### src/source/vga_cfg.svh
`ifndef VGA_CFG_SVH
`define VGA_CFG_SVH

// Colour bits stored for each of red, green and blue
// The adapter is built and checked with 1 and with 2
`define VGA_BITS_PER_CHANNEL 1

// Width of one DAC channel on the video connector
`define VGA_DAC_BITS 10

// Log2 of the screen pixels covered by one stored dot along each axis
// A value of 2 gives 160x120 dots, a value of 1 gives 320x240
`define VGA_DOT_SHIFT 2

// Horizontal timing in pixel clocks, 640x480 at the standard 25 MHz rate
// Sync start and end are both inclusive positions
`define VGA_H_PIXELS 640
`define VGA_H_SYNC_START 659
`define VGA_H_SYNC_END 754
`define VGA_H_TOTAL 800

// Vertical timing in lines
`define VGA_V_PIXELS 480
`define VGA_V_SYNC_START 493
`define VGA_V_SYNC_END 494
`define VGA_V_TOTAL 525

// Stored resolution follows from the visible area and the dot size
`define VGA_X_DOTS (`VGA_H_PIXELS >> `VGA_DOT_SHIFT)
`define VGA_Y_DOTS (`VGA_V_PIXELS >> `VGA_DOT_SHIFT)

`endif

### src/source/vga_pkg.sv
`include "vga_cfg.svh"

package vga_pkg;

	// Number of words in the frame buffer, one per stored dot
	localparam int unsigned fb_words = `VGA_X_DOTS * `VGA_Y_DOTS;

	// Coordinates at the stored resolution
	// The x type is wide enough to carry the scan column past the right edge
	typedef logic [$clog2(`VGA_X_DOTS)-1:0] x_coord_t;
	typedef logic [$clog2(`VGA_Y_DOTS)-1:0] y_coord_t;

	// Linear frame buffer address, 15 bits at 160x120
	typedef logic [$clog2(fb_words)-1:0] fb_addr_t;

	// Packed colour with red on top, then green, then blue
	typedef logic [3*`VGA_BITS_PER_CHANNEL-1:0] pixel_colour_t;

	// One DAC channel
	typedef logic [`VGA_DAC_BITS-1:0] dac_level_t;

	// Where a scan counter is within its line or frame
	typedef enum logic [1:0] {
		active,
		front_porch,
		sync,
		back_porch
	} scan_region_t;

endpackage

### src/source/vga_address_translator.sv
`timescale 1ns/1ps

`include "vga_cfg.svh"

module vga_address_translator (
	input  vga_pkg::x_coord_t x,
	input  vga_pkg::y_coord_t y,
	output vga_pkg::fb_addr_t address
);

	import vga_pkg::*;

	// Row length of the frame buffer in words
	localparam int unsigned x_dots = `VGA_X_DOTS;

	// Running sum of the shifted copies of y
	fb_addr_t row_base;

	// The row base is y times the row length
	// Each set bit of the row length adds one shifted copy of y, so 160 gives
	// (y << 7) + (y << 5) and 320 gives (y << 8) + (y << 6)
	// The loop bound is a constant, so this unrolls into a small adder tree
	always_comb
	begin
		row_base = '0;
		for (int i = 0; i < $bits(fb_addr_t); i++)
		begin
			if (x_dots[i])
			begin
				row_base = row_base + (fb_addr_t'(y) << i);
			end
		end
	end

	// Column offset within the row
	// Scan positions beyond the right edge may map past the last word, the
	// controller blanks those pixels so the read value is never shown
	assign address = row_base + fb_addr_t'(x);

endmodule

### config.mk
export PLATFORM = sky130hd
export DESIGN_NAME = vga_address_translator
export DESIGN_NICKNAME = d
export VERILOG_FILES = /design/src/source/vga_pkg.sv /design/src/source/vga_address_translator.sv
export VERILOG_INCLUDE_DIRS = /design/src /design/src/source
export SDC_FILE = /design/constraint.sdc
export NUM_CORES = 1
export LEC_CHECK = 0
export ABC_AREA = 0
export ABC_CLOCK_PERIOD_IN_PS = 3600
export BUFFER_PORTS_ARGS = -buffer_cell sky130_fd_sc_hd__clkbuf_2
export CAP_MARGIN = 20
export CORE_AREA = 5 5 45 47
export DETAILED_ROUTE_END_ITERATION = 7
export DIE_AREA = 0 0 50 52
export GPL_ROUTABILITY_DRIVEN = 0
export PLACE_DENSITY = 0.63
export SYNTH_ARGS = -nofsm -noshare
export SYNTH_HDL_FRONTEND = slang
export SYNTH_SLANG_ARGS = --single-unit
### constraint.sdc
create_clock -name vclk -period 3.6
set_input_delay 0.9 -clock vclk [all_inputs]
set_output_delay 0.9 -clock vclk [all_outputs]
set_load 0.02 [all_outputs]
==> results of run 1 <==
==> power groups by stage <==
stage                     clock network [µW]  registers, µW  logic [µW]
final                                      0              0         162
after floorplan                            0              0         102
after detailed placement                   0              0         137
after global routing                       0              0         179
after global placement                     0              0         137
after CTS                                  0              0         154
==> kinds of logic (layout without fill, tap and decap cells) <==
| family | count (synthesis) | count (layout) | share of synthesized area |
|---|---|---|---|
| XOR/XNOR | 5 | 5 | 0.1045 |
| adder cells (fa/ha/maj) | 15 | 15 | 0.4836 |
| buffers and inverters | 12 | 31 | 0.1523 |
| AND/OR/NAND/NOR | 4 | 4 | 0.03879 |
| AO/OA/AOI/OAI | 13 | 13 | 0.2209 |
==> critical path: cells and delay by family <==
family,cells,cell delay (ps)
fa+ha+maj,2,870
compound gates,3,540
simple gates,1,100
buf+inv,4,300
==> per-layer routing <==
layer,part of all wire,global-route usage
met5,0,0
met4,0,0.004367
met3,0.091,0.02865
met2,0.50,0.1339
met1,0.41,0.08576
==> area by class of cell <==
type / instances / area share
tap: 17 / 0.03353
inverter: 7 / 0.04142
multi-input combinational: 37 / 0.6548
timing repair buffer: 24 / 0.2702
==> path summary, 6_finish.rpt <==
| kind | start | to | slack [ps] |
|---|---|---|---|
| min | x[0] | address[0] | 1800 |
| max | x[7] | address[14] | 3 |
==> through the flow <==
stage	instance area, µm²	power, µW	cells	utilization
floorplan	422.9	102.5	49	-
global placement	536.8	137.0	85	0.3326
detailed placement	536.8	137.4	85	0.3326
CTS	598.1	154.5	85	0.3705
global route	634.4	178.9	85	0.3930
finish	634.4	162.0	85	0.3930
==> layout by cell type, fill, tap and decap left out, drive strengths merged <==
master   n
nand2    1
clkbuf  15
xnor2    2
o21a     1
nor2     2
a21bo    1
nand3    1
a31oi    1
a21oi    4
ha      13
o21ai    2
xor2     3
fa       2
a32oi    1
o211a    1
a21o     2
inv      7
buf      9
==> repair_timing <==
| action | 4_1_cts | 5_1_grt |
|---|---|---|
| gates resized for setup | 14 | 12 |
| endpoints found under the setup margin | 6 | 6 |
| pin swaps | 8 | 5 |
==> reports/results.ini, run 1 <==
[synthesis]
netlist_top_cells_count = ha_1 (13), inv_1 (7), buf_4 (5), a21oi_1 (4), xor2_1 (3)
synth_area_leaders = ha_1 (39%), fa_1 (9.6%), buf_4 (9.0%)
netlist.area_leader.share = 0.3881
yosysWarnings = 0
synth.distinct_cells = 19
avgSynthCellArea_um2 = 8.554
yosysTopAreaCell = ha_1
syn-instance-count = 49
synth-seq-area-share = 0
syn-num-nets = 79
synth_area_um2 = 419.2
synth_most_common_cell = ha_1

[worst_setup_path]
critical_path_arrival_ps = 2700
worstSetupEndpointType = output port
max_stage_delay_ps = 540
crit_top_cell = inv_2
cp-start-kind = primary input
crit_path_top_delay_cell = fa_1
path_class = in -> out
path_cells = buf_6, inv_2, fa_1, inv_2, fa_2, a21o_2, nand3_4, a31oi_4, o21a_1, clkbuf_8
cp_max_fo = 2
crit_required_ps = 2700

[routing]
wl_per_cell_um = 11.22
drcViolationCount = 0
vias_per_cell = 4.565
first_pass_iters = 2
wirelength_um = 954
ant_nets = 0
vias = 388
drtIter0Drc = 2

[timing]
post-route-min-period_ps = 3597
slew_headroom = 0.6633
setup_tns_ps = 0
finalSetupViolations = 0
clock.fmax_mhz = 278.0
timing_hold_violations_final = 0
final_max_slew_viol_count = 0
tightest_slew_ps = 499.7
fin_hold_ws_ps = 1800
timing.final.ws_setup_ps = 2.611
min_period_over_period = 0.9993
rsz0062_at_grt = true

[global_routing]
grt_pass1_wl_um = 1669
grt_pass1_vias = 424
antenna_found_initial = 0
grt_max_degree = 5
grt_usage = 0.07436
overflow = 0

[floorplan]
die_area_um2 = 2600
start_util = 0.2597
rows = 15
io_pins = 30
die_height_um = 52
core-area_um2 = 1614
die_w_um = 50

[power]
leakagePower_uw = 0.0003358
switching_power_uw = 89.12
pwr-share-seq = 0
swShare = 0.5500
peakVddDrop_uv = 87.83
power.density_nw_per_um2 = 255.4
pwr-share-clk = 0
power.share.combinational = 1.000
p_int_uw = 72.92

[run_status]
status = finished, final reports clean

[min_path]
hold_depth = 0
hold_class = in -> out

[placed_design]
pre_cts_ws_ps = -142.5
port_buffers = 20
dp.final_hpwl_um = 829.4

[cts]
hold_buffers = 0
post_cts.repair.setup_buffers = 0

[finish]
area_growth_pct = 51.34
seq_cells = 0
clkbuf_count = 0
drive_above_1_share = 0.5735
multiInputGateArea_um2 = 415.4
seq_area_um2 = 0
nets = 100
antennaDiodeCount = 0
nFillCells = 170

[flow_run]
maxCapViolCount = 0

No activity file was read; power rests on OpenSTA's default activity.
==> inputs of run 2 (changes only) <==
--- a/config.mk
+++ b/config.mk
@@ -6,15 +6,15 @@
 export SDC_FILE = /design/constraint.sdc
 export NUM_CORES = 1
 export LEC_CHECK = 0
-export ABC_AREA = 0
+export ABC_AREA = 1
 export ABC_CLOCK_PERIOD_IN_PS = 3600
 export BUFFER_PORTS_ARGS = -buffer_cell sky130_fd_sc_hd__clkbuf_2
 export CAP_MARGIN = 20
-export CORE_AREA = 5 5 45 47
+export CORE_AREA = 5 5 49 51
 export DETAILED_ROUTE_END_ITERATION = 7
-export DIE_AREA = 0 0 50 52
+export DIE_AREA = 0 0 54 56
 export GPL_ROUTABILITY_DRIVEN = 0
-export PLACE_DENSITY = 0.63
+export PLACE_DENSITY = 0.6
 export SYNTH_ARGS = -nofsm -noshare
 export SYNTH_HDL_FRONTEND = slang
 export SYNTH_SLANG_ARGS = --single-unit
==> run 2 against run 1 <==
Final cell count grew 38%; non-clock buffer count shrank 4; worst setup slack better by 170 ps; routed wire length is 1.2% higher.
==> reports/results.ini, run 2 <==
[placed_design]
dp.final_hpwl_um = 906.7  ; +9.3%
port_buffers = 20  ; unchanged
place_area_um2 = 609.3  ; +14%
pre_cts_ws_ps = 27.78  ; +170.3 ps

[floorplan]
io_pins = 30  ; unchanged
die_w_um = 54  ; +8.0%
rows = 16  ; +1
die_area_um2 = 3024  ; +16%
die_height_um = 56  ; +7.7%
core-area_um2 = 1902  ; +18%
start_util = 0.2697  ; +0.01005

[synthesis]
netlist.area_leader.share = 0.3171  ; -0.07099
synth_area_um2 = 513.0  ; +22%
netlist_top_cells_count = nand2_1 (25), ha_1 (13), inv_1 (13), buf_4 (5), nand3_1 (4)
synth_most_common_cell = nand2_1
avgSynthCellArea_um2 = 6.840  ; -20%
syn-num-nets = 105  ; +33%
synth-seq-area-share = 0  ; unchanged
synth_area_leaders = ha_1 (32%), nand2_1 (18%), inv_1 (9.5%)
syn-instance-count = 75  ; +53%
yosysTopAreaCell = ha_1
synth.distinct_cells = 15  ; -4
yosysWarnings = 0  ; unchanged

[global_routing]
overflow = 0  ; unchanged
grt_pass1_vias = 439  ; +3.5%
grt_pass1_wl_um = 1821  ; +9.1%
antenna_found_initial = 0  ; unchanged
grt_usage = 0.07132  ; -0.003044
grt_max_degree = 6  ; +1

[routing]
vias = 477  ; +23%
wirelength_um = 965  ; +1.2%
wl_per_cell_um = 8.248  ; -27%
drcViolationCount = 0  ; unchanged
drtIter0Drc = 6  ; +4
vias_per_cell = 4.077  ; -11%
ant_nets = 0  ; unchanged
first_pass_iters = 4  ; +2

[finish]
finalInstanceArea_um2 = 614.3  ; -3.2%
seq_area_um2 = 0  ; unchanged
mostFrequentLayoutCells = nand2_1 (24), clkbuf_2 (19), inv_1 (13), ha_1 (13), nand3_1 (4)
antennaDiodeCount = 0  ; unchanged
clkbuf_count = 0  ; unchanged
drive_above_1_share = 0.3000  ; -0.2735
seq_cells = 0  ; unchanged
nets = 122  ; +22%
area_growth_pct = 19.76
final_common_cell = nand2_1

[worst_setup_path]
crit_required_ps = 2700  ; about the same
cp_max_fo = 2  ; unchanged
max_stage_delay_ps = 520  ; -20 ps
path_class = in -> out
crit_top_cell = nand2_1
critical_path_arrival_ps = 2530  ; -170 ps
crit_path_top_delay_cell = fa_1
worstSetupEndpointType = output port
path_cells = clkbuf_2, inv_1, fa_1, inv_1, fa_2, nand2_1, nand2_2, nand3b_4, nand2_1, nand2_1, nand2_1, buf_2
cp-start-kind = primary input

[timing]
setup_tns_ps = 0  ; unchanged
post-route-min-period_ps = 3430  ; -167.4 ps
tightest_slew_ps = 172.8  ; -326.9 ps
timing_hold_violations_final = 0  ; unchanged
fin_hold_ws_ps = 1800  ; unchanged
rsz0062_at_grt = false
timing.final.ws_setup_ps = 170.0  ; +167.4 ps
min_period_over_period = 0.9528  ; -0.04650
slew_headroom = 0.8848  ; +0.2215
finalSetupViolations = 0  ; unchanged
final_max_slew_viol_count = 0  ; unchanged
clock.fmax_mhz = 291.5  ; +4.9%

[min_path]
hold_depth = 0  ; unchanged
hold_class = in -> out
hold_path_end = address[0]
min-delay-start = x[0]

[run_status]
status = finished, final reports clean

[power]
leakagePower_uw = 0.0004011  ; +19%
power.density_nw_per_um2 = 238.4  ; -6.7%
peakVddDrop_uv = 59.79  ; -32%

[flow_run]
maxCapViolCount = 0  ; unchanged

[run 2: cell type report]
cell class / count / area (µm²)
Tap cell: 27 / 33.78
Multi-Input combinational cell: 57 / 431.7
Fill cell: 219 / 1287
Timing Repair Buffer: 20 / 100.1
Inverter: 13 / 48.80
[run 2: per-layer routing]
metal	GRT usage	wire, µm	vias up
met5	0	0	-
met4	0.003559	0	0
met3	0	25	0
met2	0.1194	529	5
met1	0.1053	409	212
li1	-	-	260
[run 2: stage by stage]
stage	cells	utilization	total power, µW
6_report	117	0.3230	146.4
5_1_grt	117	0.3230	166.8
4_1_cts	117	0.3204	149.3
3_5_place_dp	117	0.3204	148.6
3_3_place_gp	117	0.3204	146.4
2_1_floorplan	75	-	117.8
[run 2: worst max path at each step]
stage | end | start | slack [ps]
global placement | address[10] | y[0] | 50
CTS | address[12] | y[0] | 30
detailed placement | address[12] | y[0] | 30
floorplan | address[12] | y[0] | 270
finish | address[12] | y[0] | 170
global route | address[12] | y[0] | 20
[run 2: cell families (layout without fill, tap and decap cells)]
family | count (synthesis) | after routing | synth area share
and+or+nand+nor | 37 | 37 | 0.3439
buffers and inverters | 18 | 33 | 0.1683
adders and majority gates | 15 | 15 | 0.3951
xor gates and xnor gates | 3 | 3 | 0.05123
AOI/OAI and AO/OA | 2 | 2 | 0.04146
[run 2: worst max-delay path, delay by kind of cell]
family	cells	cell delay, ps
adders and majority gates	2	860
and+or+nand+nor	6	410
buffers and inverters	4	350
[run 2: report_power, final]
part	leakage, µW	internal [µW]	total (µW)	switching [µW]
Clock	0	0	0	0
Sequential	0	0	0	0
Combinational	0.000401	58.1	146	88.4
[run 2: repair_timing]
item,in CTS,in global routing
resized for setup,0,3
setup buffers,0,0
setup endpoints to repair,0,3
hold buffers,0,0
