## src/source/vga_cfg.svh

```systemverilog
`ifndef VGA_CFG_SVH
`define VGA_CFG_SVH

// Colour bits stored for each of red, green and blue
// The adapter is built and checked with 1 and with 2
`define VGA_BITS_PER_CHANNEL 1

// Width of one DAC channel on the video connector
`define VGA_DAC_BITS 10

// Log2 of the screen pixels covered by one stored dot along each axis
// A value of 2 gives 160x120 dots, a value of 1 gives 320x240
`define VGA_DOT_SHIFT 2

// Horizontal timing in pixel clocks, 640x480 at the standard 25 MHz rate
// Sync start and end are both inclusive positions
`define VGA_H_PIXELS 640
`define VGA_H_SYNC_START 659
`define VGA_H_SYNC_END 754
`define VGA_H_TOTAL 800

// Vertical timing in lines
`define VGA_V_PIXELS 480
`define VGA_V_SYNC_START 493
`define VGA_V_SYNC_END 494
`define VGA_V_TOTAL 525

// Stored resolution follows from the visible area and the dot size
`define VGA_X_DOTS (`VGA_H_PIXELS >> `VGA_DOT_SHIFT)
`define VGA_Y_DOTS (`VGA_V_PIXELS >> `VGA_DOT_SHIFT)

`endif

```

## src/source/vga_pkg.sv

```systemverilog
`include "vga_cfg.svh"

package vga_pkg;

	// Number of words in the frame buffer, one per stored dot
	localparam int unsigned fb_words = `VGA_X_DOTS * `VGA_Y_DOTS;

	// Coordinates at the stored resolution
	// The x type is wide enough to carry the scan column past the right edge
	typedef logic [$clog2(`VGA_X_DOTS)-1:0] x_coord_t;
	typedef logic [$clog2(`VGA_Y_DOTS)-1:0] y_coord_t;

	// Linear frame buffer address, 15 bits at 160x120
	typedef logic [$clog2(fb_words)-1:0] fb_addr_t;

	// Packed colour with red on top, then green, then blue
	typedef logic [3*`VGA_BITS_PER_CHANNEL-1:0] pixel_colour_t;

	// One DAC channel
	typedef logic [`VGA_DAC_BITS-1:0] dac_level_t;

	// Where a scan counter is within its line or frame
	typedef enum logic [1:0] {
		active,
		front_porch,
		sync,
		back_porch
	} scan_region_t;

endpackage

```

## src/source/vga_controller.sv

```systemverilog
`timescale 1ns/1ps

`include "vga_cfg.svh"

module vga_controller (
	input  logic                   vga_clock,
	input  logic                   resetn,
	input  vga_pkg::pixel_colour_t read_colour,
	output vga_pkg::x_coord_t      scan_x,
	output vga_pkg::y_coord_t      scan_y,
	output vga_pkg::dac_level_t    vga_r,
	output vga_pkg::dac_level_t    vga_g,
	output vga_pkg::dac_level_t    vga_b,
	output logic                   vga_hs,
	output logic                   vga_vs,
	output logic                   vga_blank
);

	import vga_pkg::*;

	// Counter widths cover the full line and frame including the porches
	localparam int unsigned h_count_w = $clog2(`VGA_H_TOTAL);
	localparam int unsigned v_count_w = $clog2(`VGA_V_TOTAL);
	localparam int unsigned bpc = `VGA_BITS_PER_CHANNEL;

	// Screen position in pixels and lines
	logic [h_count_w-1:0] h_count;
	logic [v_count_w-1:0] v_count;
	logic                 h_last;
	logic                 v_last;

	// Region of the current position on each axis
	scan_region_t h_region;
	scan_region_t v_region;

	// Regions one clock later, in step with the frame buffer read data
	scan_region_t h_region_d;
	scan_region_t v_region_d;
	logic         active_d;

	// Sort a counter value into the four parts of a line or frame
	// Sync bounds are inclusive at both ends
	function automatic scan_region_t decode_region(
		input int unsigned count,
		input int unsigned pixels,
		input int unsigned sync_start,
		input int unsigned sync_end
	);
		scan_region_t region;
		if (count < pixels)
			region = active;
		else if (count < sync_start)
			region = front_porch;
		else if (count <= sync_end)
			region = sync;
		else
			region = back_porch;
		return region;
	endfunction

	// Spread the bits of one channel over the whole DAC word, MSB first
	// With two bits, 2'b10 becomes 10'b1010101010 and full scale stays full scale
	function automatic dac_level_t expand_channel(input logic [bpc-1:0] channel);
		dac_level_t level;
		for (int i = 0; i < $bits(dac_level_t); i++)
		begin
			level[$bits(dac_level_t)-1-i] = channel[bpc-1-(i % bpc)];
		end
		return level;
	endfunction

	assign h_last = (h_count == h_count_w'(`VGA_H_TOTAL - 1));
	assign v_last = (v_count == v_count_w'(`VGA_V_TOTAL - 1));

	// Pixel counter, wraps at the end of each line
	always_ff @(posedge vga_clock or negedge resetn)
	begin
		if (!resetn)
			h_count <= '0;
		else if (h_last)
			h_count <= '0;
		else
			h_count <= h_count + 1'b1;
	end

	// Line counter, steps once per line and wraps at the end of the frame
	always_ff @(posedge vga_clock or negedge resetn)
	begin
		if (!resetn)
			v_count <= '0;
		else if (h_last)
		begin
			if (v_last)
				v_count <= '0;
			else
				v_count <= v_count + 1'b1;
		end
	end

	// Dot coordinate for the frame buffer read
	// Off-screen lines wrap in the narrow y field, those reads are blanked
	assign scan_x = x_coord_t'(h_count >> `VGA_DOT_SHIFT);
	assign scan_y = y_coord_t'(v_count >> `VGA_DOT_SHIFT);

	always_comb
	begin
		h_region = decode_region(h_count, `VGA_H_PIXELS, `VGA_H_SYNC_START, `VGA_H_SYNC_END);
		v_region = decode_region(v_count, `VGA_V_PIXELS, `VGA_V_SYNC_START, `VGA_V_SYNC_END);
	end

	// First stage runs alongside the memory read
	// Porch is a safe reset value, it is neither visible nor in sync, so the
	// outputs stay idle until real decode reaches the second stage
	always_ff @(posedge vga_clock or negedge resetn)
	begin
		if (!resetn)
		begin
			h_region_d <= front_porch;
			v_region_d <= front_porch;
		end
		else
		begin
			h_region_d <= h_region;
			v_region_d <= v_region;
		end
	end

	// Visible only when both axes are in their active part
	assign active_d = (h_region_d == active) && (v_region_d == active);

	// Second stage drives the connector
	// Sync is active low, BLANK is high on visible pixels
	always_ff @(posedge vga_clock or negedge resetn)
	begin
		if (!resetn)
		begin
			vga_hs    <= 1'b1;
			vga_vs    <= 1'b1;
			vga_blank <= 1'b0;
			vga_r     <= '0;
			vga_g     <= '0;
			vga_b     <= '0;
		end
		else
		begin
			vga_hs    <= (h_region_d != sync);
			vga_vs    <= (v_region_d != sync);
			vga_blank <= active_d;
			// Colour is forced to black outside the visible area
			if (active_d)
			begin
				vga_r <= expand_channel(read_colour[3*bpc-1:2*bpc]);
				vga_g <= expand_channel(read_colour[2*bpc-1:bpc]);
				vga_b <= expand_channel(read_colour[bpc-1:0]);
			end
			else
			begin
				vga_r <= '0;
				vga_g <= '0;
				vga_b <= '0;
			end
		end
	end

	// Both counters stay inside one line and one frame
	counters_in_range: assert property (
		@(posedge vga_clock) disable iff (!resetn)
		(h_count < `VGA_H_TOTAL) && (v_count < `VGA_V_TOTAL)
	)
	else
		$error("scan counters out of range h=%0d v=%0d", h_count, v_count);

	// HS low must trace back to a pixel position inside the sync pulse
	// The pin lags the counter by the two pipeline stages
	hs_low_only_in_sync: assert property (
		@(posedge vga_clock) disable iff (!resetn)
		!vga_hs |->
			($past(h_count, 2) >= `VGA_H_SYNC_START) &&
			($past(h_count, 2) <= `VGA_H_SYNC_END)
	)
	else
		$error("HS low outside the horizontal sync region");

endmodule

```

## config.mk

```make
export PLATFORM = sky130hd
export DESIGN_NAME = vga_controller
export DESIGN_NICKNAME = d
export VERILOG_FILES = /design/src/source/vga_pkg.sv /design/src/source/vga_controller.sv
export VERILOG_INCLUDE_DIRS = /design/src /design/src/source
export SDC_FILE = /design/constraint.sdc
export NUM_CORES = 1
export LEC_CHECK = 0
export ABC_AREA = 1
export BUFFER_PORTS_ARGS = -buffer_cell sky130_fd_sc_hd__buf_4
export CAP_MARGIN = 15
export CORE_MARGIN = 2
export CORE_UTILIZATION = 40
export DETAILED_ROUTE_END_ITERATION = 10
export PLACE_DENSITY = 0.75
export SLEW_MARGIN = 0
export SYNTH_ARGS = -nofsm -noshare
export SYNTH_HDL_FRONTEND = slang
export SYNTH_SLANG_ARGS = --single-unit
export TNS_END_PERCENT = 5
```

## constraint.sdc

```tcl
create_clock -name vga_clock -period 3.5 [get_ports vga_clock]
set_input_delay 0.525 -clock vga_clock [delete_from_list [all_inputs] [get_ports vga_clock]]
set_output_delay 0.525 -clock vga_clock [all_outputs]
set_load 0.02 [all_outputs]
```

==> PnR_summary.wiki, run 1 <==
{| class="wikitable"
! Metric !! Value
|-
| Hold WC Path Type || in2async
|-
| Clock buffers created by TritonCTS || 5
|-
| Synth area leaders || sky130_fd_sc_hd__dfrtp_1 (35%), sky130_fd_sc_hd__buf_4 (17%), sky130_fd_sc_hd__nand2_1 (8.2%)
|-
| Critical path required time || around 3.7 ns
|-
| Layout Nets || between 200 and 300
|-
| EDFF count, synth || 0
|-
| Critical path capture point type || register
|-
| Number of hold buffers added after CTS || 0
|-
| M1 GR Usage || 18.49%
|-
| Final hold violation count || 0
|-
| Top Family by Delay on Critical Path || flip-flops
|-
| Clock transition at path regs || ~0.070 ns
|-
| Total detailed-routing wirelength || 3463 um
|-
| Cell type with the highest occurrence count on the critical path || sky130_fd_sc_hd__inv_2
|-
| Utilization after layout || between 40% and 50%
|-
| Power density normalized to cell area || about 370 mW/mm^2
|-
| Post-synth top flop || sky130_fd_sc_hd__dfrtp_1
|-
| Internal portion of total power || 0.6054 mW
|-
| Global routing's busiest layer || met2
|-
| Cell row count || 24
|-
| Chain of cells forming the critical path || ha_1 > inv_1 > nor2_4 > inv_2 > nor2_8 > inv_2 > o21ai_0 > a21oi_1
|-
| DRC violation count after routing || 0
|-
| Most frequent cells after synthesis || sky130_fd_sc_hd__buf_4 (42), sky130_fd_sc_hd__nand2_1 (41), sky130_fd_sc_hd__inv_1 (32)
|-
| Total setup violations reported at the end of the flow || 0
|-
| Summed instance area of the synthesized netlist || 0.001883 mm^2
|-
| Seq cells post-synth || 30
|-
| Number of antenna violations at the first check in global routing || 0
|-
| Power consumption || 0.7786 mW
|-
| Mean Syn Cell Area || 7.945 um^2
|-
| Maximum level of the CTS H-tree || 2
|-
| CP Buf/Inv Count || 3
|-
| Number of cells on the critical path || 8
|-
| Crit path max-delay cell type || sky130_fd_sc_hd__dfrtp_1
|-
| Initial detailed-routing violation count || 96
|-
| Post-CTS setup buffer count || 0
|-
| Final critical-path required period || 1.515 ns
|-
| Mapped Cells || around 240
|-
| Count leader, synth || sky130_fd_sc_hd__buf_4
|-
| Post-detailed-route count of antenna-violating nets || 0
|-
| Leak Pwr || 1.121 nW
|-
| Buffers from clock root to sink, at most || 2
|-
| IO Pins || 53
|-
| Overall track demand over capacity in global routing || between 10 and 15%
|-
| Cell total after placement || roughly 300
|-
| Leftover overflow at the end of global routing || 0
|-
| Detailed-route wire length per cell || 11.32 um
|-
| Worst Reg-to-Reg Cells || 8
|-
| GRT met2 Usage || 21.82%
|-
| Die H || 72.61 um
|-
| Yosys warnings || 0
|-
| Antenna diode instance count || 0
|-
| Sequential area share after synthesis || 40.13%
|-
| Cell type with the largest total area after synthesis || sky130_fd_sc_hd__dfrtp_1
|-
| Global-route wire length before repair || 5733 um
|-
| Via count of the routed design || 1453
|-
| Final-layout setup total negative slack || 0 ns
|-
| Drt pass-1 iters || 4
|-
| Area grow syn2layout || 12.82%
|-
| Maximum operating frequency || 0.6599 GHz
|-
| CTS tree || yes
|-
| Maximum capacitance violations || 0
|-
| Source-to-sink clock delay at the later pin of the worst-skew pair || 0.29 ns
|-
| Library cells used by synthesis || 23
|-
| Worst hold margin || 0.1503 ns
|-
| Share of cells above drive strength 1 || 29.13%
|-
| Buffer type at the clock tree root || sky130_fd_sc_hd__clkbuf_8
|-
| Data arrival, critical path || 1.68 ns
|-
| Slew @ Worst Pin || approximately 0.39 ns
|-
| Placer's final routability congestion estimate || between 0.8 and 0.9
|-
| Worst path max stage delay || 0.42 ns
|-
| Cell Count, Final, Fillers Out || 306
|-
| Fraction of power consumed by combinational cells || 8.0%
|-
| Net count after synthesis || 245
|-
| Met3 usage in global routing || 4.558%
|-
| Detailed placement HPWL || 2545 um
|-
| Largest fanout on the critical path || 19
|-
| Clock group share of total power || 46.7%
|-
| Setup repair after global routing missed its margin || false
|-
| Clock sinks || 30
|-
| Number of gates resized after cts || 0
|-
| Critical path class || reg2reg
|-
| Max transition margin || 73.82%
|-
| Maximum number of pins on one net before global-route repair || 31
|-
| Die width || 72.61 um
|-
| Area enclosed by the die boundary || 0.005272 mm^2
|-
| Number of global-route vias before repair || 1254
|-
| Max IR drop VDD || 128.3 uV
|-
| Final Max Slew Viols || 0
|-
| Final critical-path share of the clock period || 43.30%
|-
| Startpoint types || register
|-
| Clk_skew || about 0.012 ns
|-
| Avg Vias per Cell || around 4.7
|-
| Status || finished clean
|-
| Area share of the leading cell type in the synthesized netlist || 34.55%
|-
| Psw || 0.1733 mW
|-
| Layout filler cell count || 437
|-
| Part of the total power dissipated in sequential elements || 45.3%
|-
| Switching share of power || 22.25%
|-
| Asr flop ratio synth || 100.0%
|-
| Initial standard-cell utilization of the core || between 40% and 50%
|-
| Count of buffers from port buffering || 52
|-
| Area of the core || roughly 0.0044 mm^2
|}
==> cell families after synthesis <==
logic type | Yosys count | synth area share [%]
XOR/XNOR | 7 | 3.256
AND/OR/NAND/NOR | 104 | 25.98
adder cells (fa/ha/maj) | 3 | 1.994
flip-flops | 30 | 40.13
buffers and inverters | 78 | 24.52
AO/OA/AOI/OAI | 15 | 4.119
==> stage by stage <==
stage / worst slack, ns / cell area (um^2)
floorplan: 2.189 / 1883
detailed placement: 1.991 / 2008
CTS: 1.980 / 2125
global route: 1.803 / 2125
finish: 1.985 / 2125
global placement: 2.036 / 2008
==> cells in the final DEF (no fill, tap or decap) <==
cell,instances
sky130_fd_sc_hd__nand2_2,2
sky130_fd_sc_hd__clkbuf_1,1
sky130_fd_sc_hd__nand3_2,1
sky130_fd_sc_hd__a31oi_1,2
sky130_fd_sc_hd__nor2_4,1
sky130_fd_sc_hd__nor3_1,8
sky130_fd_sc_hd__buf_4,52
sky130_fd_sc_hd__bufinv_16,1
sky130_fd_sc_hd__inv_1,32
sky130_fd_sc_hd__nand4_1,6
sky130_fd_sc_hd__nor2_1,25
sky130_fd_sc_hd__nor2_8,1
sky130_fd_sc_hd__xnor2_1,2
sky130_fd_sc_hd__ha_1,3
sky130_fd_sc_hd__nor2_2,2
sky130_fd_sc_hd__inv_2,3
sky130_fd_sc_hd__xor2_1,5
sky130_fd_sc_hd__o21ai_0,9
sky130_fd_sc_hd__a21oi_1,4
sky130_fd_sc_hd__nand2_1,41
sky130_fd_sc_hd__nand3_4,1
sky130_fd_sc_hd__dfstp_2,4
sky130_fd_sc_hd__clkbuf_8,6
sky130_fd_sc_hd__nand3_1,16
sky130_fd_sc_hd__dfrtp_1,26
==> worst paths after layout <==
check	start	endpoint	slack, ns
max	h_count[0]$_DFF_PN0_	h_count[5]$_DFF_PN0_	1.98
min	resetn	h_count[4]$_DFF_PN0_	0.15
max reg2reg	h_count[0]$_DFF_PN0_	h_count[5]$_DFF_PN0_	1.98
min reg2reg	v_region_d[1]$_DFF_PN0_	vga_vs$_DFF_PN1_	0.39
max in group asynchronous	resetn	vga_vs$_DFF_PN1_	3.00
min in group vga_clock	v_region_d[1]$_DFF_PN0_	vga_vs$_DFF_PN1_	0.39
==> layout make-up <==
type                            count  area, um^2  area share [%]
Clock buffer                        7       86.33           4.064
Multi-Input combinational cell    129       665.6           31.33
Tap cell                           52       65.06           3.062
Clock inverter                      1       30.03           1.413
Sequential cell                    30       755.7           35.57
Timing Repair Buffer               52       390.4           18.37
Inverter                           35       131.4           6.184
==> power by group through the flow <==
| stage | registers [mW] | clock network (mW) | logic [mW] |
|---|---|---|---|
| floorplan | 0.361 | 0 | 0.0455 |
| global placement | 0.359 | 0 | 0.0621 |
| detailed placement | 0.359 | 0 | 0.0630 |
| CTS | 0.353 | 0.370 | 0.0630 |
| global route | 0.353 | 0.390 | 0.0657 |
| finish | 0.353 | 0.364 | 0.0619 |
==> registers in the layout, summed over array words and instances, names as in the netlist <==
name / flops
h_count: 10
v_count: 10
h_region_d: 2
v_region_d: 2
vga_b: 1
vga_blank: 1
vga_g: 1
vga_hs: 1
vga_r: 1
vga_vs: 1
==> layer usage <==
layer	routed length [um]	up-vias
li1	-	728
met1	1559	664
met2	1577	56
met3	265	5
met4	60	0
met5	0	-
Note: power is estimated with default switching activity, not from simulation.
==> inputs of run 2 (changes only) <==
--- a/config.mk
+++ b/config.mk
@@ -6,13 +6,13 @@
 export SDC_FILE = /design/constraint.sdc
 export NUM_CORES = 1
 export LEC_CHECK = 0
-export ABC_AREA = 1
+export ABC_AREA = 0
 export BUFFER_PORTS_ARGS = -buffer_cell sky130_fd_sc_hd__buf_4
 export CAP_MARGIN = 15
 export CORE_MARGIN = 2
 export CORE_UTILIZATION = 40
 export DETAILED_ROUTE_END_ITERATION = 10
-export PLACE_DENSITY = 0.75
+export PLACE_DENSITY = 0.76
 export SLEW_MARGIN = 0
 export SYNTH_ARGS = -nofsm -noshare
 export SYNTH_HDL_FRONTEND = slang
==> constraint.sdc (replaced) <==
create_clock -name vga_clock -period 1.45 [get_ports vga_clock]
set_input_delay 0.2175 -clock vga_clock [delete_from_list [all_inputs] [get_ports vga_clock]]
set_output_delay 0.2175 -clock vga_clock [all_outputs]
set_load 0.02 [all_outputs]
==> run 2 against run 1 <==
  * The run now ends with setup timing left
  * Cell area up 7.4%
  * Critical path depth fell by 2
  * Global-route usage up 1.6 points
  * Hold slack lost 0.013 ns
  * Non-clock buffer count up 34
  * Register-to-register slack lost 2.1 ns
  * Clock skew decreased by 0.0033 ns
  * Maximum frequency down 1.2%
  * Via count shrank 10%
  * Power grew 120%
  * Clock-buffer cell count down 1
  * Die area decreased by 7.5%
  * Critical endpoint is now v_count[4]$_DFFE_PN0N_
==> PnR_summary.wiki, run 2 <==
{| class="wikitable"
! Metric !! Value
|-
| Maximum level of the CTS H-tree || 2 (unchanged)
|-
| Area enclosed by the die boundary || 0.004878 mm^2 (-7.5%)
|-
| Total setup violations reported at the end of the flow || 6 (+6)
|-
| DRC violation count after routing || 0 (unchanged)
|-
| Post-Synth Simple-Gate Area || 19.55% (-6.4 points)
|-
| Post-synth top flop || sky130_fd_sc_hd__dfrtp_1
|-
| Maximum number of pins on one net before global-route repair || 31 (unchanged)
|-
| Data arrival, critical path || 1.70 ns (+0.02 ns)
|-
| Summed instance area of the synthesized netlist || 0.001734 mm^2 (-7.9%)
|-
| Placer's final routability congestion estimate || 0.8493 (-4.7%)
|-
| Share of the synthesized area in compound gates (AO/OA/AOI/OAI) || 7.215% (+3.1 points)
|-
| Net count after synthesis || 176 (-28%)
|-
| Adder-cell share of the synthesized area || 2.165% (+0.17 points)
|-
| Critical path capture point type || register
|-
| Hold WC Path Type || in2reg
|-
| Avg Vias per Cell || 4.895 (+3.1%)
|-
| Asr flop ratio synth || 100.0% (unchanged)
|-
| Mean Syn Cell Area || 10.32 um^2 (+30%)
|-
| Buffer type at the clock tree root || sky130_fd_sc_hd__clkbuf_8
|-
| Most frequent cells after synthesis || sky130_fd_sc_hd__buf_4 (44), sky130_fd_sc_hd__dfrtp_1 (26), sky130_fd_sc_hd__nor2_1 (12)
|-
| Max IR drop VDD || 316.2 uV (+150%)
|-
| Clock sinks || 30 (unchanged)
|-
| Drt pass-1 iters || 4 (unchanged)
|-
| Share of cells above drive strength 1 || 57.87% (+29 points)
|-
| Status || complete, but fails checks
|-
| Initial standard-cell utilization of the core || 42.44% (+0.067 points)
|-
| Area share of the leading cell type in the synthesized netlist || 37.52% (+3.0 points)
|-
| Final critical-path share of the clock period || 105.7% (+62 points)
|-
| Number of global-route vias before repair || 1255 (+0.080%)
|-
| EDFF count, synth || 0 (unchanged)
|-
| Leading cell type in the layout, fill and taps excluded || sky130_fd_sc_hd__buf_4
|-
| Layout Nets || 223 (-15%)
|-
| Slew @ Worst Pin || 0.4945 ns (+0.1018 ns)
|-
| Area post-placement || 0.002067 mm^2 (+2.9%)
|-
| Largest fanout on the critical path || 6 (-13)
|-
| Final WS setup || -0.08336 ns (-2.068 ns)
|-
| Leftover overflow at the end of global routing || 0 (unchanged)
|-
| Library cells used by synthesis || 39 (+70%)
|-
| Setup repair after global routing missed its margin || true
|-
| Xor/xnor share of the synthesized area || 5.556% (+2.3 points)
|-
| Final Max Slew Viols || 0 (unchanged)
|-
| Power density normalized to cell area || 755.7 mW/mm^2 (+110%)
|-
| Die width || 69.85 um (-3.8%)
|-
| Max transition margin || 66.73% (-7.1 points)
|-
| Synth area leaders || sky130_fd_sc_hd__dfrtp_1 (38%), sky130_fd_sc_hd__buf_4 (19%), sky130_fd_sc_hd__dfstp_2 (6.1%)
|-
| Multiplexer share of the synthesized area || 1.299% (+1.3 points)
|-
| Critical path class || reg2reg
|-
| Detailed placement HPWL || 2569 um (+0.97%)
|-
| Number of antenna violations at the first check in global routing || 0 (unchanged)
|-
| Cell row count || 23 (-4.2%)
|-
| Detailed-route wire length per cell || 13.33 um (+18%)
|-
| Antenna diode instance count || 0 (unchanged)
|-
| Total detailed-routing wirelength || 3545 um (+2.4%)
|-
| Largest registers || h_count (10), v_count (10)
|-
| Overall track demand over capacity in global routing || 15.82% (+1.6 points)
|-
| Cell Count, Final, Fillers Out || 266 (-13%)
|-
| Die H || 69.85 um (-3.8%)
|-
| Dominant combinational cell family by area after synthesis || buffers and inverters
|-
| Post-detailed-route count of antenna-violating nets || 0 (unchanged)
|-
| Layout filler cell count || 374 (-14%)
|-
| Final cell area excluding filler cells || 0.002281 mm^2 (+7.4%)
|-
| Clock buffers created by TritonCTS || 5 (unchanged)
|-
| Violated checks || setup timing
|-
| Initial detailed-routing violation count || 44 (-54%)
|-
| Via count of the routed design || 1302 (-10%)
|-
| Worst slack at placement || -0.1554 ns (-2.146 ns)
|-
| Critical path required time || 1.62 ns (-2.05 ns)
|-
| Maximum capacitance violations || 0 (unchanged)
|-
| IO Pins || 53 (unchanged)
|-
| Final hold violation count || 0 (unchanged)
|-
| Final critical-path required period || 1.533 ns (+0.01796 ns)
|-
| Cell type with the largest total area after synthesis || sky130_fd_sc_hd__dfrtp_1
|-
| CTS tree || yes
|-
| Count leader, synth || sky130_fd_sc_hd__buf_4
|-
| Global-route wire length before repair || 6030 um (+5.2%)
|-
| Area grow syn2layout || 31.53%
|-
| Buffers from clock root to sink, at most || 2 (unchanged)
|-
| Clock transition at path regs || 0.07 ns (about the same)
|-
| Source-to-sink clock delay at the later pin of the worst-skew pair || 0.29 ns (about the same)
|-
| Cell total after placement || 253 (-15%)
|-
| Area of the core || 0.004086 mm^2 (-8.1%)
|-
| Startpoint types || register
|-
| Seq cells post-synth || 30 (unchanged)
|-
| Maximum operating frequency || 0.6522 GHz (-1.2%)
|-
| Sequential area share after synthesis || 43.58% (+3.4 points)
|-
| Count of buffers from port buffering || 52 (unchanged)
|-
| Clk_skew || 0.009057 ns (-0.003342 ns)
|-
| Leak Pwr || 1.109 nW (-1.0%)
|-
| Mapped Cells || 168 (-29%)
|-
| Yosys warnings || 0 (unchanged)
|-
| Most used cells in the layout excluding fill and tap cells || sky130_fd_sc_hd__buf_4 (85), sky130_fd_sc_hd__dfrtp_1 (24), sky130_fd_sc_hd__nand2_1 (10), sky130_fd_sc_hd__nor2_1 (10)
|}
run 2: changes by cell type in the layout (fill, tap and decap cells not counted), sizes merged, moves of 12 or more:
cell | previous run | this run
buf | 52 | 85
nor2 | 29 | 13
nand2 | 43 | 10
nand3 | 18 | 6
inv | 35 | 2
run 2: timing repair:
item	4_1_cts	5_1_grt
setup endpoints to repair	8	11
buffers inserted	2	2
pin swaps	5	3
resized for setup	14	7
endpoints found under the hold margin	26	0
hold buffers	1	0
run 2: path summary, 6_finish.rpt:
kind | cells after the start | slack [ns] | from | endpoint
worst min-delay path | 2 | 0.14 | read_colour[2] | vga_r[8]$_DFF_PN0_
max in group asynchronous | 2 | 0.73 | resetn | vga_vs$_DFF_PN1_
min in group asynchronous | 2 | 0.39 | resetn | h_count[1]$_DFF_PN0_
worst min register to register | 1 | 0.41 | v_region_d[1]$_DFF_PN0_ | vga_vs$_DFF_PN1_
worst max-delay path | 6 | -0.08 | v_count[0]$_DFFE_PN0N_ | v_count[4]$_DFFE_PN0N_
worst max register to register | 6 | -0.08 | v_count[0]$_DFFE_PN0N_ | v_count[4]$_DFFE_PN0N_
run 2: final cells by class:
class                   instances  area (um^2)  area share, %
flip-flops and latches         30        758.2          33.24
inverters                       2        7.507         0.3291
clock inverters                 2        12.51         0.5485
clock buffers                   6        82.58          3.620
multi-input cells              90        709.4          31.10
well taps                      50        62.56          2.743
repair buffers                 86        648.1          28.41
run 2: power breakdown:
part | switching, mW | total (mW) | internal (mW) | leakage (nW)
Combinational | 0.0888 | 0.151 | 0.0617 | 0.687
Sequential | 0.0107 | 0.852 | 0.841 | 0.375
Clock | 0.340 | 0.721 | 0.381 | 0.0472
Total | 0.439 | 1.72 | 1.28 | 1.11
run 2: cell families after synthesis:
family,Yosys count
and+or+nand+nor,56
adders and majority gates,3
DFF,30
AOI/OAI and AO/OA,18
buffers and inverters,48
muxes,2
xor gates and xnor gates,11
run 2: routing by layer:
layer  vias to the layer above  part of all wire, %  global-route usage (%)  routed length [um]
met5                         -                    0                       0                   0
li1                        623                    -                       -                   -
met2                        56                   48                   23.92                1701
met3                         7                  6.7                   5.814                 236
met4                         0                  2.0                   6.410                  71
met1                       616                   43                   20.46                1535
run 2: critical path, cell delays in order (launching register included):
cell and delay, ns:
sky130_fd_sc_hd__dfrtp_1 0.40, sky130_fd_sc_hd__inv_2 0.08, sky130_fd_sc_hd__ha_4 0.14, sky130_fd_sc_hd__nor4b_4 0.18, sky130_fd_sc_hd__and4_4 0.32, sky130_fd_sc_hd__nor2_2 0.04, sky130_fd_sc_hd__mux2_4 0.25
run 2: through the flow:
stage | hold WS, ns | power (mW) | setup TNS, ns | util (%)
CTS | 0.1288 | 1.744 | -0.1605 | 54.90
floorplan | -0.07809 | 0.9804 | -0.5860 | -
global route | 0.1290 | 1.794 | -0.9428 | 55.82
global placement | 0.1654 | 1.015 | -0.2667 | 50.58
detailed placement | 0.1684 | 1.019 | -0.6189 | 50.58
finish | 0.1368 | 1.724 | -0.3330 | 55.82
==> inputs of run 3 (changes only) <==
--- a/config.mk
+++ b/config.mk
@@ -9,7 +9,7 @@
 export ABC_AREA = 0
 export BUFFER_PORTS_ARGS = -buffer_cell sky130_fd_sc_hd__buf_4
 export CAP_MARGIN = 15
-export CORE_MARGIN = 2
+export CORE_MARGIN = 8
 export CORE_UTILIZATION = 40
 export DETAILED_ROUTE_END_ITERATION = 10
 export PLACE_DENSITY = 0.76
==> run 3 against run 2 <==
  * The flow still finishes with violations (setup timing)
  * Register-to-register slack better by 0.03 ns
  * Clock power down 4.6%
  * Clock skew down 0.0065 ns
  * Largest cell class unchanged
  * Global-route usage down 3.9 points
  * Via count unchanged
  * Power down 1.8%
==> PnR_summary.wiki, run 3 (synthesized netlist as in run 2, its figures left out) <==
{| class="wikitable"
! Metric !! Value
|-
| Critical path class || reg2reg
|-
| Largest registers || h_count (10), v_count (10)
|-
| Slew @ Worst Pin || 0.4774 ns (-0.01711 ns)
|-
| Final critical-path required period || 1.506 ns (-0.02761 ns)
|-
| Buffer type at the clock tree root || sky130_fd_sc_hd__clkbuf_8
|-
| Part of the total power dissipated in sequential elements || 50.3% (+0.9 points)
|-
| Source-to-sink clock delay at the later pin of the worst-skew pair || 0.28 ns (about the same)
|-
| Max transition margin || 67.88% (+1.2 points)
|-
| Detailed-route wire length per cell || 14.46 um (+8.5%)
|-
| Share of cells above drive strength 1 || 54.63% (-3.2 points)
|-
| Number of antenna violations at the first check in global routing || 0 (unchanged)
|-
| Maximum capacitance violations || 0 (unchanged)
|-
| Status || complete, but fails checks
|-
| Critical path capture point type || register
|-
| Critical path required time || 1.61 ns (about the same)
|-
| Total setup violations reported at the end of the flow || 4 (-2)
|-
| Fraction of power consumed by combinational cells || 9.0% (+0.3 points)
|-
| Post-detailed-route count of antenna-violating nets || 0 (unchanged)
|-
| Area of the core || 0.004264 mm^2 (+4.3%)
|-
| Clock buffers created by TritonCTS || 5 (unchanged)
|-
| Largest fanout on the critical path || 6 (unchanged)
|-
| Antenna diode instance count || 0 (unchanged)
|-
| Die width || 81.85 um (+17%)
|-
| DRC violation count after routing || 0 (unchanged)
|-
| Count of buffers from port buffering || 52 (unchanged)
|-
| Crit path launch || v_count[0]$_DFFE_PN0N_
|-
| Worst Reg-to-Reg Cells || 6 (unchanged)
|-
| Power density normalized to cell area || 752.2 mW/mm^2 (-0.46%)
|-
| Overall track demand over capacity in global routing || 11.95% (-3.9 points)
|-
| Number of global-route vias before repair || 1333 (+6.2%)
|-
| CTS tree || yes
|-
| Setup repair after global routing missed its margin || true
|-
| Most used cells in the layout excluding fill and tap cells || sky130_fd_sc_hd__buf_4 (85), sky130_fd_sc_hd__dfrtp_1 (26), sky130_fd_sc_hd__nor2_1 (11), sky130_fd_sc_hd__nand2_1 (10)
|-
| Violated checks || setup timing
|-
| Clock group share of total power || 40.7% (-1.1 points)
|-
| Leftover overflow at the end of global routing || 0 (unchanged)
|-
| Max IR drop VDD || 309.1 uV (-2.2%)
|-
| Via count of the routed design || 1302 (unchanged)
|-
| Final WS setup || -0.05575 ns (+0.02761 ns)
|-
| Clock sinks || 30 (unchanged)
|-
| Initial standard-cell utilization of the core || 40.67% (-1.8 points)
|-
| Layout Nets || 223 (unchanged)
|-
| Leading cell type in the layout, fill and taps excluded || sky130_fd_sc_hd__buf_4
|-
| Utilization after layout || 52.79% (-3.0 points)
|-
| Final hold violation count || 0 (unchanged)
|-
| Clk_skew || 0.002541 ns (-0.006516 ns)
|-
| Worst R2R Start || v_count[0]$_DFFE_PN0N_
|-
| Min-Delay Startpoint || read_colour[2]
|-
| Min-Delay Path Depth || 2 (unchanged)
|-
| Global-route wire length before repair || 6210 um (+3.0%)
|-
| Internal portion of total power || 1.286 mW (+0.13%)
|-
| Maximum level of the CTS H-tree || 2 (unchanged)
|-
| Final critical-path share of the clock period || 103.8% (-1.9 points)
|-
| Final Max Slew Viols || 0 (unchanged)
|-
| Area grow syn2layout || 29.80%
|-
| Drt pass-1 iters || 4 (unchanged)
|-
| Area enclosed by the die boundary || 0.006699 mm^2 (+37%)
|-
| Switching share of power || 24.05% (-1.4 points)
|-
| Cell row count || 24 (+4.3%)
|-
| Worst slack at placement || -0.2343 ns (-0.07882 ns)
|-
| Total detailed-routing wirelength || 3875 um (+9.3%)
|-
| Detailed placement HPWL || 2824 um (+9.9%)
|-
| Data arrival, critical path || 1.67 ns (-0.03 ns)
|-
| Maximum operating frequency || 0.6641 GHz (+1.8%)
|-
| Maximum number of pins on one net before global-route repair || 31 (unchanged)
|-
| IO Pins || 53 (unchanged)
|-
| Die H || 81.85 um (+17%)
|-
| Hold WC Path Type || in2reg
|-
| Leak Pwr || 1.109 nW (about the same)
|-
| Buffers from clock root to sink, at most || 2 (unchanged)
|-
| Psw || 0.4072 mW (-7.3%)
|-
| Initial detailed-routing violation count || 118 (+170%)
|-
| Placer's final routability congestion estimate || 0.8342 (-1.8%)
|-
| Startpoint types || register
|-
| Avg Vias per Cell || 4.858 (-0.75%)
|-
| Clock transition at path regs || 0.06 ns (about the same)
|}
## run 3: area by class of cell
cell class	instances	area [um^2]
inverter	2	7.507
tap	52	65.06
sequential	30	755.7
clock buffer	7	86.33
fill	393	2013
timing repair buffer	86	648.1
clock inverter	1	5.005
multi-input combinational	90	683.2
## run 3: timing repair
item / CTS / global route
setup buffers: 3 / 1
endpoints found under the hold margin: 26 / 0
endpoints found under the setup margin: 7 / 10
gates resized for setup: 11 / 2
pin swaps: 5 / 1
hold buffers: 1 / 0
## run 3: final timing paths
| check | to | slack, ns |
|---|---|---|
| max in group asynchronous | vga_vs$_DFF_PN1_ | 0.74 |
| worst min register to register | vga_hs$_DFF_PN1_ | 0.40 |
| worst max register to register | v_count[0]$_DFFE_PN0N_ | -0.06 |
| min in group asynchronous | v_count[3]$_DFFE_PN0N_ | 0.40 |
| worst max-delay path | v_count[0]$_DFFE_PN0N_ | -0.06 |
| worst min-delay path | vga_r[8]$_DFF_PN0_ | 0.15 |
## run 3: worst max-delay path: stages (launching register included)
cell	delay (ns)
sky130_fd_sc_hd__dfrtp_1	0.40
sky130_fd_sc_hd__inv_2	0.09
sky130_fd_sc_hd__ha_4	0.13
sky130_fd_sc_hd__nor4b_4	0.18
sky130_fd_sc_hd__and4_4	0.30
sky130_fd_sc_hd__nor2_2	0.05
sky130_fd_sc_hd__mux2_4	0.25
## run 3: routing by layer
metal | part of all wire (%) | GRT usage (%)
met5 | 0 | 0
met4 | 1.6 | 8.070
met3 | 11 | 3.173
met2 | 49 | 19.81
met1 | 38 | 13.14
## run 3: power by group through the flow
stage / registers [mW] / logic, mW / clock network [mW]
2_1_floorplan: 0.871 / 0.109 / 0
3_3_place_gp: 0.866 / 0.152 / 0
5_1_grt: 0.854 / 0.162 / 0.742
6_report: 0.852 / 0.152 / 0.688
3_5_place_dp: 0.868 / 0.154 / 0
4_1_cts: 0.852 / 0.156 / 0.713
## run 3: per-stage QoR
stage / setup TNS, ns / power, mW / hold slack, ns / instances / instance area, um^2
final: -0.1748 / 1.693 / 0.1495 / 268 / 2251
after global routing: -0.6744 / 1.759 / 0.1516 / 268 / 2251
after CTS: -0.1586 / 1.722 / 0.1428 / 267 / 2237
after detailed placement: -0.9784 / 1.022 / 0.1708 / 255 / 2069
after global placement: -0.3110 / 1.018 / 0.1647 / 255 / 2069
after floorplan: -0.5860 / 0.9804 / -0.07809 / 168 / 1745
